**config.mk**
```make
export PLATFORM = sky130hd
export DESIGN_NAME = fp_noncomp_top
export DESIGN_NICKNAME = d
export VERILOG_FILES = /design/src/verilog/fpnc_pkg.sv /design/src/verilog/fp_classifier.sv /design/src/verilog/fp_compare.sv /design/src/verilog/fp_noncomp_top.sv /design/src/verilog/fp_pipe_ctrl.sv /design/src/verilog/fp_result_pipe.sv /design/src/verilog/fp_sign_inject.sv
export SDC_FILE = /design/constraint.sdc
export NUM_CORES = 1
export LEC_CHECK = 0
export ABC_AREA = 1
export BUFFER_PORTS_ARGS = -buffer_cell sky130_fd_sc_hd__buf_2
export CAP_MARGIN = 5
export CORE_MARGIN = 4
export CORE_UTILIZATION = 55
export CTS_CLUSTER_DIAMETER = 30
export DETAILED_ROUTE_END_ITERATION = 6
export HOLD_SLACK_MARGIN = 0.15
export PLACE_DENSITY = 0.81
export SLEW_MARGIN = 5
export SYNTH_ARGS = -nofsm -noshare
export SYNTH_HDL_FRONTEND = slang
export SYNTH_SLANG_ARGS = --single-unit
```
**constraint.sdc**
```tcl
create_clock -name clk_i -period 2.3 [get_ports clk_i]
set_input_delay 0.345 -clock clk_i [delete_from_list [all_inputs] [get_ports clk_i]]
set_output_delay 0.345 -clock clk_i [all_outputs]
set_load 0.1 [all_outputs]
```
**src/verilog/fpnc_pkg.sv**
```systemverilog
// Binary32 field widths, operand/status/info types, class mask, operation codes, result record

package fpnc_pkg;

  // --------------------------------------------------------------------
  // Binary32 format
  // --------------------------------------------------------------------
  localparam int unsigned FP_WIDTH = 32;
  localparam int unsigned EXP_BITS = 8;
  localparam int unsigned MAN_BITS = 23;

  // One binary32 value as raw bits
  typedef logic [FP_WIDTH-1:0] fp_word_t;

  // Field view that overlays fp_word_t
  typedef struct packed {
    logic                sign;
    logic [EXP_BITS-1:0] exponent;
    logic [MAN_BITS-1:0] mantissa;
  } fp_fields_t;

  // Positive quiet NaN with only the top mantissa bit set
  localparam fp_word_t CANONICAL_NAN = 32'h7FC0_0000;

  // Operand class flags
  typedef struct packed {
    logic is_normal;
    logic is_subnormal;
    logic is_zero;
    logic is_inf;
    logic is_nan;
    logic is_signalling;
    logic is_quiet;
  } fp_info_t;

  // IEEE exception flags, usual order
  typedef struct packed {
    logic NV;
    logic DZ;
    logic OF;
    logic UF;
    logic NX;
  } status_t;

  // One-hot class mask, bit 0 is negative infinity
  typedef enum logic [9:0] {
    NEGINF     = 10'b00_0000_0001,
    NEGNORM    = 10'b00_0000_0010,
    NEGSUBNORM = 10'b00_0000_0100,
    NEGZERO    = 10'b00_0000_1000,
    POSZERO    = 10'b00_0001_0000,
    POSSUBNORM = 10'b00_0010_0000,
    POSNORM    = 10'b00_0100_0000,
    POSINF     = 10'b00_1000_0000,
    SNAN       = 10'b01_0000_0000,
    QNAN       = 10'b10_0000_0000
  } class_mask_e;

  // --------------------------------------------------------------------
  // Operation coding
  // --------------------------------------------------------------------
  typedef enum logic [1:0] {
    SGNJ     = 2'd0,
    MINMAX   = 2'd1,
    CMP      = 2'd2,
    CLASSIFY = 2'd3
  } nc_op_e;

  // Rounding-mode field, reused to select the sub-operation
  typedef enum logic [2:0] {
    RNE = 3'b000,
    RTZ = 3'b001,
    RDN = 3'b010,
    RUP = 3'b011
  } sub_op_e;

  // Result record carried through the output registers
  typedef struct packed {
    fp_word_t    result;
    status_t     status;
    class_mask_e class_mask;
    logic        is_class;
  } nc_result_t;

endpackage
```
**src/verilog/fp_classifier.sv**
```systemverilog
// Operand class decode for both operands and class mask of operand A
`timescale 1ns/100ps

module fp_classifier (
  input  fpnc_pkg::fp_word_t    operand_a_i,
  input  fpnc_pkg::fp_word_t    operand_b_i,
  output fpnc_pkg::fp_info_t    info_a_o,
  output fpnc_pkg::fp_info_t    info_b_o,
  output fpnc_pkg::class_mask_e class_mask_o
);
  import fpnc_pkg::*;

  fp_fields_t a_fields;

  // Decode one word into its class flags
  function automatic fp_info_t decode(fp_word_t word);
    fp_fields_t f;
    logic       exp_ones;
    logic       exp_zero;
    logic       man_zero;
    fp_info_t   info;
    f        = word;
    exp_ones = &f.exponent;
    exp_zero = ~|f.exponent;
    man_zero = ~|f.mantissa;
    info.is_normal    = !exp_ones && !exp_zero;
    info.is_subnormal = exp_zero && !man_zero;
    info.is_zero      = exp_zero && man_zero;
    info.is_inf       = exp_ones && man_zero;
    info.is_nan       = exp_ones && !man_zero;
    // Quiet bit is the mantissa MSB
    info.is_signalling = info.is_nan && !f.mantissa[MAN_BITS-1];
    info.is_quiet      = info.is_nan && f.mantissa[MAN_BITS-1];
    return info;
  endfunction

  assign info_a_o = decode(operand_a_i);
  assign info_b_o = decode(operand_b_i);
  assign a_fields = operand_a_i;

  // ---------------------------------------------------------------------
  // Class mask of operand A
  // ---------------------------------------------------------------------
  always_comb begin
    if (info_a_o.is_normal) begin
      class_mask_o = a_fields.sign ? NEGNORM : POSNORM;
    end else if (info_a_o.is_subnormal) begin
      class_mask_o = a_fields.sign ? NEGSUBNORM : POSSUBNORM;
    end else if (info_a_o.is_zero) begin
      class_mask_o = a_fields.sign ? NEGZERO : POSZERO;
    end else if (info_a_o.is_inf) begin
      class_mask_o = a_fields.sign ? NEGINF : POSINF;
    end else begin
      // Only NaN is left, sign does not matter
      class_mask_o = info_a_o.is_signalling ? SNAN : QNAN;
    end
  end

endmodule

```
**src/verilog/fp_compare.sv**
```systemverilog
// Shared ordering logic, min/max result and flags, LE/LT/EQ comparison result and flags
`timescale 1ns/100ps

module fp_compare (
  input  fpnc_pkg::fp_word_t operand_a_i,
  input  fpnc_pkg::fp_word_t operand_b_i,
  input  fpnc_pkg::fp_info_t info_a_i,
  input  fpnc_pkg::fp_info_t info_b_i,
  input  fpnc_pkg::sub_op_e  sub_op_i,
  input  logic               op_mod_i,
  output fpnc_pkg::fp_word_t minmax_result_o,
  output fpnc_pkg::status_t  minmax_status_o,
  output fpnc_pkg::fp_word_t cmp_result_o,
  output fpnc_pkg::status_t  cmp_status_o
);
  import fpnc_pkg::*;

  fp_fields_t a_fields;
  fp_fields_t b_fields;
  logic       any_nan;
  logic       any_snan;
  logic       a_smaller;
  logic       equal;

  assign a_fields = operand_a_i;
  assign b_fields = operand_b_i;

  // ---------------------------------------------------------------------
  // Ordering
  // ---------------------------------------------------------------------
  assign any_nan  = info_a_i.is_nan | info_b_i.is_nan;
  assign any_snan = info_a_i.is_signalling | info_b_i.is_signalling;

  // +0 and -0 compare equal
  assign equal = (operand_a_i == operand_b_i) || (info_a_i.is_zero && info_b_i.is_zero);

  // Unsigned magnitude compare, flipped when a negative sign is involved
  assign a_smaller = (operand_a_i < operand_b_i) ^ (a_fields.sign | b_fields.sign);

  // ---------------------------------------------------------------------
  // Minimum / maximum
  // ---------------------------------------------------------------------
  always_comb begin
    minmax_status_o    = '0;
    // Quiet comparison, only sNaN is invalid
    minmax_status_o.NV = any_snan;
    if (info_a_i.is_nan && info_b_i.is_nan) begin
      minmax_result_o = CANONICAL_NAN;
    end else if (info_a_i.is_nan) begin
      minmax_result_o = operand_b_i;
    end else if (info_b_i.is_nan) begin
      minmax_result_o = operand_a_i;
    end else if (sub_op_i == RTZ) begin
      // MAX
      minmax_result_o = a_smaller ? operand_b_i : operand_a_i;
    end else begin
      // MIN, also taken for unused codes
      minmax_result_o = a_smaller ? operand_a_i : operand_b_i;
    end
  end

  // ---------------------------------------------------------------------
  // Comparisons
  // ---------------------------------------------------------------------
  // Boolean result sits in bit 0, op_mod_i inverts it
  always_comb begin
    cmp_result_o = '0;
    cmp_status_o = '0;
    if (any_snan) begin
      cmp_status_o.NV = 1'b1;
    end else begin
      case (sub_op_i)
        // LE, signalling on any NaN
        RNE: begin
          if (any_nan) cmp_status_o.NV = 1'b1;
          else cmp_result_o[0] = (a_smaller | equal) ^ op_mod_i;
        end
        // LT, signalling on any NaN
        RTZ: begin
          if (any_nan) cmp_status_o.NV = 1'b1;
          else cmp_result_o[0] = (a_smaller & ~equal) ^ op_mod_i;
        end
        // EQ, quiet NaN is simply unequal
        RDN: begin
          if (any_nan) cmp_result_o[0] = op_mod_i;
          else cmp_result_o[0] = equal ^ op_mod_i;
        end
        default: cmp_result_o = '0;
      endcase
    end
  end

endmodule

```
**src/verilog/fp_noncomp_top.sv**
```systemverilog
// Top level of the binary32 non-computational unit, datapath and pipeline control
`timescale 1ns/100ps

module fp_noncomp_top #(
  parameter int unsigned NumPipeRegs = 2,
  parameter int unsigned TagWidth    = 4
) (
  input  logic                 clk_i,
  input  logic                 reset_i,
  // Input side
  input  fpnc_pkg::fp_word_t   operand_a_i,
  input  fpnc_pkg::fp_word_t   operand_b_i,
  input  fpnc_pkg::nc_op_e     op_i,
  input  fpnc_pkg::sub_op_e    sub_op_i,
  input  logic                 op_mod_i,
  input  logic [TagWidth-1:0]  tag_i,
  input  logic                 in_valid_i,
  output logic                 in_ready_o,
  // Output side
  output fpnc_pkg::nc_result_t result_o,
  output logic [TagWidth-1:0]  tag_o,
  output logic                 out_valid_o,
  input  logic                 out_ready_i
);
  import fpnc_pkg::*;

  fp_info_t                info_a;
  fp_info_t                info_b;
  class_mask_e             class_mask;
  fp_word_t                sgnj_result;
  fp_word_t                minmax_result;
  fp_word_t                cmp_result;
  status_t                 minmax_status;
  status_t                 cmp_status;
  logic [NumPipeRegs-1:0]  stage_en;

  // ---------------------------------------------------------------------
  // Combinational datapath
  // ---------------------------------------------------------------------
  fp_classifier i_classifier (
    .operand_a_i  (operand_a_i),
    .operand_b_i  (operand_b_i),
    .info_a_o     (info_a),
    .info_b_o     (info_b),
    .class_mask_o (class_mask)
  );

  fp_sign_inject i_sign_inject (
    .operand_a_i (operand_a_i),
    .operand_b_i (operand_b_i),
    .sub_op_i    (sub_op_i),
    .result_o    (sgnj_result)
  );

  fp_compare i_compare (
    .operand_a_i     (operand_a_i),
    .operand_b_i     (operand_b_i),
    .info_a_i        (info_a),
    .info_b_i        (info_b),
    .sub_op_i        (sub_op_i),
    .op_mod_i        (op_mod_i),
    .minmax_result_o (minmax_result),
    .minmax_status_o (minmax_status),
    .cmp_result_o    (cmp_result),
    .cmp_status_o    (cmp_status)
  );

  // ---------------------------------------------------------------------
  // Output registers and their control
  // ---------------------------------------------------------------------
  fp_result_pipe #(
    .NumPipeRegs (NumPipeRegs),
    .TagWidth    (TagWidth)
  ) i_result_pipe (
    .clk_i           (clk_i),
    .reset_i         (reset_i),
    .op_i            (op_i),
    .sgnj_result_i   (sgnj_result),
    .minmax_result_i (minmax_result),
    .cmp_result_i    (cmp_result),
    .minmax_status_i (minmax_status),
    .cmp_status_i    (cmp_status),
    .class_mask_i    (class_mask),
    .tag_i           (tag_i),
    .stage_en_i      (stage_en),
    .result_o        (result_o),
    .tag_o           (tag_o)
  );

  fp_pipe_ctrl #(
    .NumPipeRegs (NumPipeRegs)
  ) i_pipe_ctrl (
    .clk_i       (clk_i),
    .reset_i     (reset_i),
    .in_valid_i  (in_valid_i),
    .out_ready_i (out_ready_i),
    .in_ready_o  (in_ready_o),
    .out_valid_o (out_valid_o),
    .stage_en_o  (stage_en)
  );

endmodule

```
**src/verilog/fp_pipe_ctrl.sv**
```systemverilog
// Per-stage valid bits, backward ready chain and register stage enables
`timescale 1ns/100ps

module fp_pipe_ctrl #(
  parameter int unsigned NumPipeRegs = 2
) (
  input  logic                   clk_i,
  input  logic                   reset_i,
  input  logic                   in_valid_i,
  input  logic                   out_ready_i,
  output logic                   in_ready_o,
  output logic                   out_valid_o,
  output logic [NumPipeRegs-1:0] stage_en_o
);

  // Index i is the valid/ready pair in front of register stage i
  logic [0:NumPipeRegs] valid_q;
  logic [0:NumPipeRegs] ready;

  // Upstream side feeds stage zero
  assign valid_q[0] = in_valid_i;
  assign in_ready_o = ready[0];

  // Downstream side closes the chain
  assign ready[NumPipeRegs] = out_ready_i;
  assign out_valid_o        = valid_q[NumPipeRegs];

  // ---------------------------------------------------------------------
  // Stages
  // ---------------------------------------------------------------------
  for (genvar i = 0; i < NumPipeRegs; i++) begin : gen_stage
    // Advance when the next stage moves on or only holds a bubble
    assign ready[i] = ready[i+1] | ~valid_q[i+1];

    always_ff @(posedge clk_i) begin
      if (reset_i) begin
        valid_q[i+1] <= 1'b0;
      end else if (ready[i]) begin
        valid_q[i+1] <= valid_q[i];
      end
    end
  end

  // Load a stage only for a real item that can move
  always_comb begin
    stage_en_o = '0;
    for (int i = 0; i < NumPipeRegs; i++) begin
      stage_en_o[i] = ready[i] & valid_q[i];
    end
  end

endmodule

```
**src/verilog/fp_result_pipe.sv**
```systemverilog
// Result selection per operation and the enabled result/tag register stages
`timescale 1ns/100ps

module fp_result_pipe #(
  parameter int unsigned NumPipeRegs = 2,
  parameter int unsigned TagWidth    = 4
) (
  input  logic                  clk_i,
  input  logic                  reset_i,
  input  fpnc_pkg::nc_op_e      op_i,
  input  fpnc_pkg::fp_word_t    sgnj_result_i,
  input  fpnc_pkg::fp_word_t    minmax_result_i,
  input  fpnc_pkg::fp_word_t    cmp_result_i,
  input  fpnc_pkg::status_t     minmax_status_i,
  input  fpnc_pkg::status_t     cmp_status_i,
  input  fpnc_pkg::class_mask_e class_mask_i,
  input  logic [TagWidth-1:0]   tag_i,
  input  logic [NumPipeRegs-1:0] stage_en_i,
  output fpnc_pkg::nc_result_t  result_o,
  output logic [TagWidth-1:0]   tag_o
);
  import fpnc_pkg::*;

  // Index i holds the item after i register stages
  nc_result_t [0:NumPipeRegs]               res_q;
  logic       [0:NumPipeRegs][TagWidth-1:0] tag_q;

  // ---------------------------------------------------------------------
  // Stage zero, combinational selection
  // ---------------------------------------------------------------------
  always_comb begin
    res_q[0].class_mask = class_mask_i;
    res_q[0].is_class   = (op_i == CLASSIFY);
    case (op_i)
      SGNJ: begin
        res_q[0].result = sgnj_result_i;
        // Sign injection never raises flags
        res_q[0].status = '0;
      end
      MINMAX: begin
        res_q[0].result = minmax_result_i;
        res_q[0].status = minmax_status_i;
      end
      CMP: begin
        res_q[0].result = cmp_result_i;
        res_q[0].status = cmp_status_i;
      end
      default: begin
        // CLASSIFY, answer lives in the class mask
        res_q[0].result = '0;
        res_q[0].status = '0;
      end
    endcase
  end

  assign tag_q[0] = tag_i;

  // ---------------------------------------------------------------------
  // Register stages, loaded only on their enable
  // ---------------------------------------------------------------------
  for (genvar i = 0; i < NumPipeRegs; i++) begin : gen_stage
    always_ff @(posedge clk_i) begin
      if (reset_i) begin
        res_q[i+1] <= '0;
        tag_q[i+1] <= '0;
      end else if (stage_en_i[i]) begin
        res_q[i+1] <= res_q[i];
        tag_q[i+1] <= tag_q[i];
      end
    end
  end

  assign result_o = res_q[NumPipeRegs];
  assign tag_o    = tag_q[NumPipeRegs];

endmodule

```
**src/verilog/fp_sign_inject.sv**
```systemverilog
// Sign injection (SGNJ, SGNJN, SGNJX) and raw passthrough of operand A
`timescale 1ns/100ps

module fp_sign_inject (
  input  fpnc_pkg::fp_word_t operand_a_i,
  input  fpnc_pkg::fp_word_t operand_b_i,
  input  fpnc_pkg::sub_op_e  sub_op_i,
  output fpnc_pkg::fp_word_t result_o
);
  import fpnc_pkg::*;

  fp_fields_t a_fields;
  fp_fields_t b_fields;
  fp_fields_t sgnj;

  assign a_fields = operand_a_i;
  assign b_fields = operand_b_i;

  // Exponent and mantissa always come from A
  always_comb begin
    sgnj = a_fields;
    case (sub_op_i)
      // SGNJ
      RNE: sgnj.sign = b_fields.sign;
      // SGNJN
      RTZ: sgnj.sign = ~b_fields.sign;
      // SGNJX
      RDN: sgnj.sign = a_fields.sign ^ b_fields.sign;
      // RUP and unused codes pass A through
      default: sgnj = a_fields;
    endcase
  end

  assign result_o = sgnj;

endmodule

```
==> metrics.cfg <==
[outcome]
status=finished, final reports clean

[route]
drt_wl_total_um=15100
wl_per_cell_um=13.9
drc=0
ant_nets=0
vias=5816
vias_per_cell=5.35
drt_pass1_iterations=6
dr.first_iter.drc_count=563

[final_layout]
drive_gt1_share_pct=25.7
fin_util_pct=68.5
final_nets=1060
syn_to_final_growth_pct=19.2
fillers=894
antennaDiodeCount=0

[synth]
synth_common_cells=nor2_1, nand2_1, dfxtp_1
yosysSeqAreaShare_pct=34.3
synth_top_area_share_pct=34.3
async_reset_ff_share_pct=0
syn_area_mm2=0.00572
synth_edf_count=0
postSynthAreaPerCell_um2=6.96
synth_ff_type=dfxtp_1
synthXorXnorAreaFrac_pct=0.153
synthCells=822
synth_compound_area_share_pct=20.6
synth.largest_area_cell=dfxtp_1
synth_top_family_by_area=simple AND/OR/NAND/NOR gates
ys_ff_latch=98
netlist_top_cells_area=dfxtp_1, nor2_1, a21oi_1
synth_cell_types=36
synthAdderAreaFrac_pct=7.22
synth_most_common_cell=nor2_1
synth-simple-area-share_pct=22.8
yosys-mux-area-fraction_pct=0
synth_warnings=0

[timing]
clock_skew_ns=0.0177
fmax_mhz=470
maxSlewViolCount=0
setup_viol=0
rsz0062_at_grt=false
slew_headroom_pct=23.9
post-route-period-util_pct=92.4
whs_ns=0.229
tightest_slew_ns=1.14
fin_crit_ns=2.13
final-hold-violation-count=0

[cts]
cts-root-buf=clkbuf_8
hold_buffers=0
insertion_delay_ns=0.38
path_clk_slew_ns=0.10
cts_setup_buffers=0
ctsHtreeMaxLevel=3
cts_tree=done
cts.sink_count=98
cts_buffers=9
clock_path_buffers=2
cts_resized=0

[worst_setup_path]
reg2reg_to=i_result_pipe.res_q[78]$_SDFFE_PP0P_
arrival_ns=2.43
cpMostUsedCell=nand2_2
crit_slowest_cell=ha_1
ff2ff_path_depth=5
crit_fanout=8
r2r_start=i_pipe_ctrl.valid_q[1]$_SDFFE_PP0N_
critPathLaunchType=primary input
path_cells=buf_2 -> inv_1 -> ha_1 -> nand2_1 -> nor2_1 -> nand4_1 -> nor2_4 -> nand2_2 -> nand2_2 -> nand2_2 -> nand3_1 -> nand3_2 -> nand2_4 -> inv_2 -> nor2_1 -> o21ai_1 -> a21oi_1
worstPathRequired_ns=2.60
worstSetupEndpointType=flop
critPathMaxStageDelay_ns=0.29
r2r_slack_ns=0.46
crit_type=primary input to flop

[power_and_ir_drop]
max-vdd-ir-drop_mv=0.329
p_leak_uw=0.00330
power_uw=4380
powerDensity_mw_per_mm2=642

[placement]
hpwl_um=11500
gp_congestion=0.936
io_buffers=127

[global_route]
grt_pass1_wl_um=24200
track_usage_pct=25.1
grt_pass1_vias=5193
grt_max_degree=60
grt_antenna_before_repair=0
grt_overflow=0

[floorplan]
die_area_mm2=0.0121
die_y_um=110
initial_core_util_pct=57.5
fp-row-count=36
core_mm2=0.00995
io_pins=132
dieWidth_um=110

[min_path]
min_to=i_result_pipe.tag_q[7]$_SDFFE_PP0P_
hp-start=tag_i[3]
whs_path_depth=3
min_path_type=primary input to flop

[run]
drv_cap=0

## worst max path at each step
stage / startpoint / depth (start not counted) / slack [ns] / to
3_3_place_gp: operand_a_i[31] / 18 / -0.14 / i_result_pipe.res_q[89]$_SDFFE_PP0P_
3_5_place_dp: operand_a_i[31] / 18 / -0.21 / i_result_pipe.res_q[92]$_SDFFE_PP0P_
4_1_cts: operand_a_i[31] / 16 / 0.18 / i_result_pipe.res_q[78]$_SDFFE_PP0P_
5_1_grt: operand_b_i[23] / 17 / 0.004 / i_result_pipe.res_q[92]$_SDFFE_PP0P_
2_1_floorplan: i_pipe_ctrl.out_valid_o$_SDFFE_PP0P_ / 5 / 0.005 / i_result_pipe.res_q[87]$_SDFFE_PP0P_
6_report: operand_b_i[23] / 17 / 0.17 / i_result_pipe.res_q[92]$_SDFFE_PP0P_
## cell type report
cell class | count | area (um2) | share of cell area (%)
Inverter | 67 | 251 | 3.69
Sequential cell | 98 | 1960 | 28.8
Clock inverter | 6 | 70.1 | 1.03
Tap cell | 133 | 166 | 2.44
Multi-Input combinational cell | 569 | 2970 | 43.6
Timing Repair Buffer | 204 | 1270 | 18.6
Clock buffer | 10 | 128 | 1.87
## where the power goes
group | internal, uW | switching [uW] | total [uW]
clock network | 518 | 636 | 1150
logic | 393 | 966 | 1360
registers | 1810 | 59.1 | 1860
## per-layer routing
layer	up-vias	wire length (um)	global-route usage (%)
met5	-	0	0
met4	0	345	8.01
met3	33	1390	5.01
met2	267	6710	38.2
met1	2598	6680	35.7
li1	2918	-	-
## worst max-delay path: cells and delay by family
kind	cells	cell delay (ns)
AOI/OAI and AO/OA	2	0.26
adders and majority gates	1	0.29
buffers and inverters	3	0.25
and+or+nand+nor	11	1.27
## flip-flops by register name (all words and copies together), names as in the netlist
| name | cells |
|---|---|
| i_result_pipe.tag_q | 4 |
| i_pipe_ctrl.out_valid_o | 1 |
| i_result_pipe.res_q | 44 |
| i_pipe_ctrl.valid_q | 1 |
| i_result_pipe.result_o | 44 |
| i_result_pipe.tag_o | 4 |
## placed cells by master (no fill, tap or decap), drive strengths merged, types with 3 or more instances in the layout
| cell | synthesis | routed |
|---|---|---|
| o211ai | 25 | 25 |
| a21o | 3 | 3 |
| a21oi | 90 | 90 |
| inv | 67 | 71 |
| dfxtp | 98 | 98 |
| nand3 | 18 | 18 |
| ha | 33 | 33 |
| nand4 | 11 | 11 |
| clkbuf | 29 | 10 |
| nor2 | 160 | 160 |
| nand2 | 114 | 114 |
| nor4 | 4 | 4 |
| buf | 59 | 204 |
| nor3 | 4 | 4 |
| conb | 1 | 4 |
| o21ai | 94 | 94 |
## through the flow
stage	setup TNS, ns	cells	setup slack [ns]	cell area (um2)
global route	0	1087	0.00352	6820
finish	0	1087	0.174	6820
floorplan	0	825	0.00542	5740
detailed placement	-5.07	1071	-0.209	6580
CTS	0	1087	0.179	6780
global placement	-3.18	1071	-0.138	6580
## kinds of logic (layout without fill, tap and decap cells)
| family | Yosys count | after routing |
|---|---|---|
| simple gates | 313 | 313 |
| compound gates | 218 | 218 |
| other cells | 1 | 4 |
| fa+ha+maj | 33 | 33 |
| buf+inv | 158 | 287 |
| xor+xnor | 1 | 1 |
| flops | 98 | 98 |
Power figures use the tool's default switching activity.
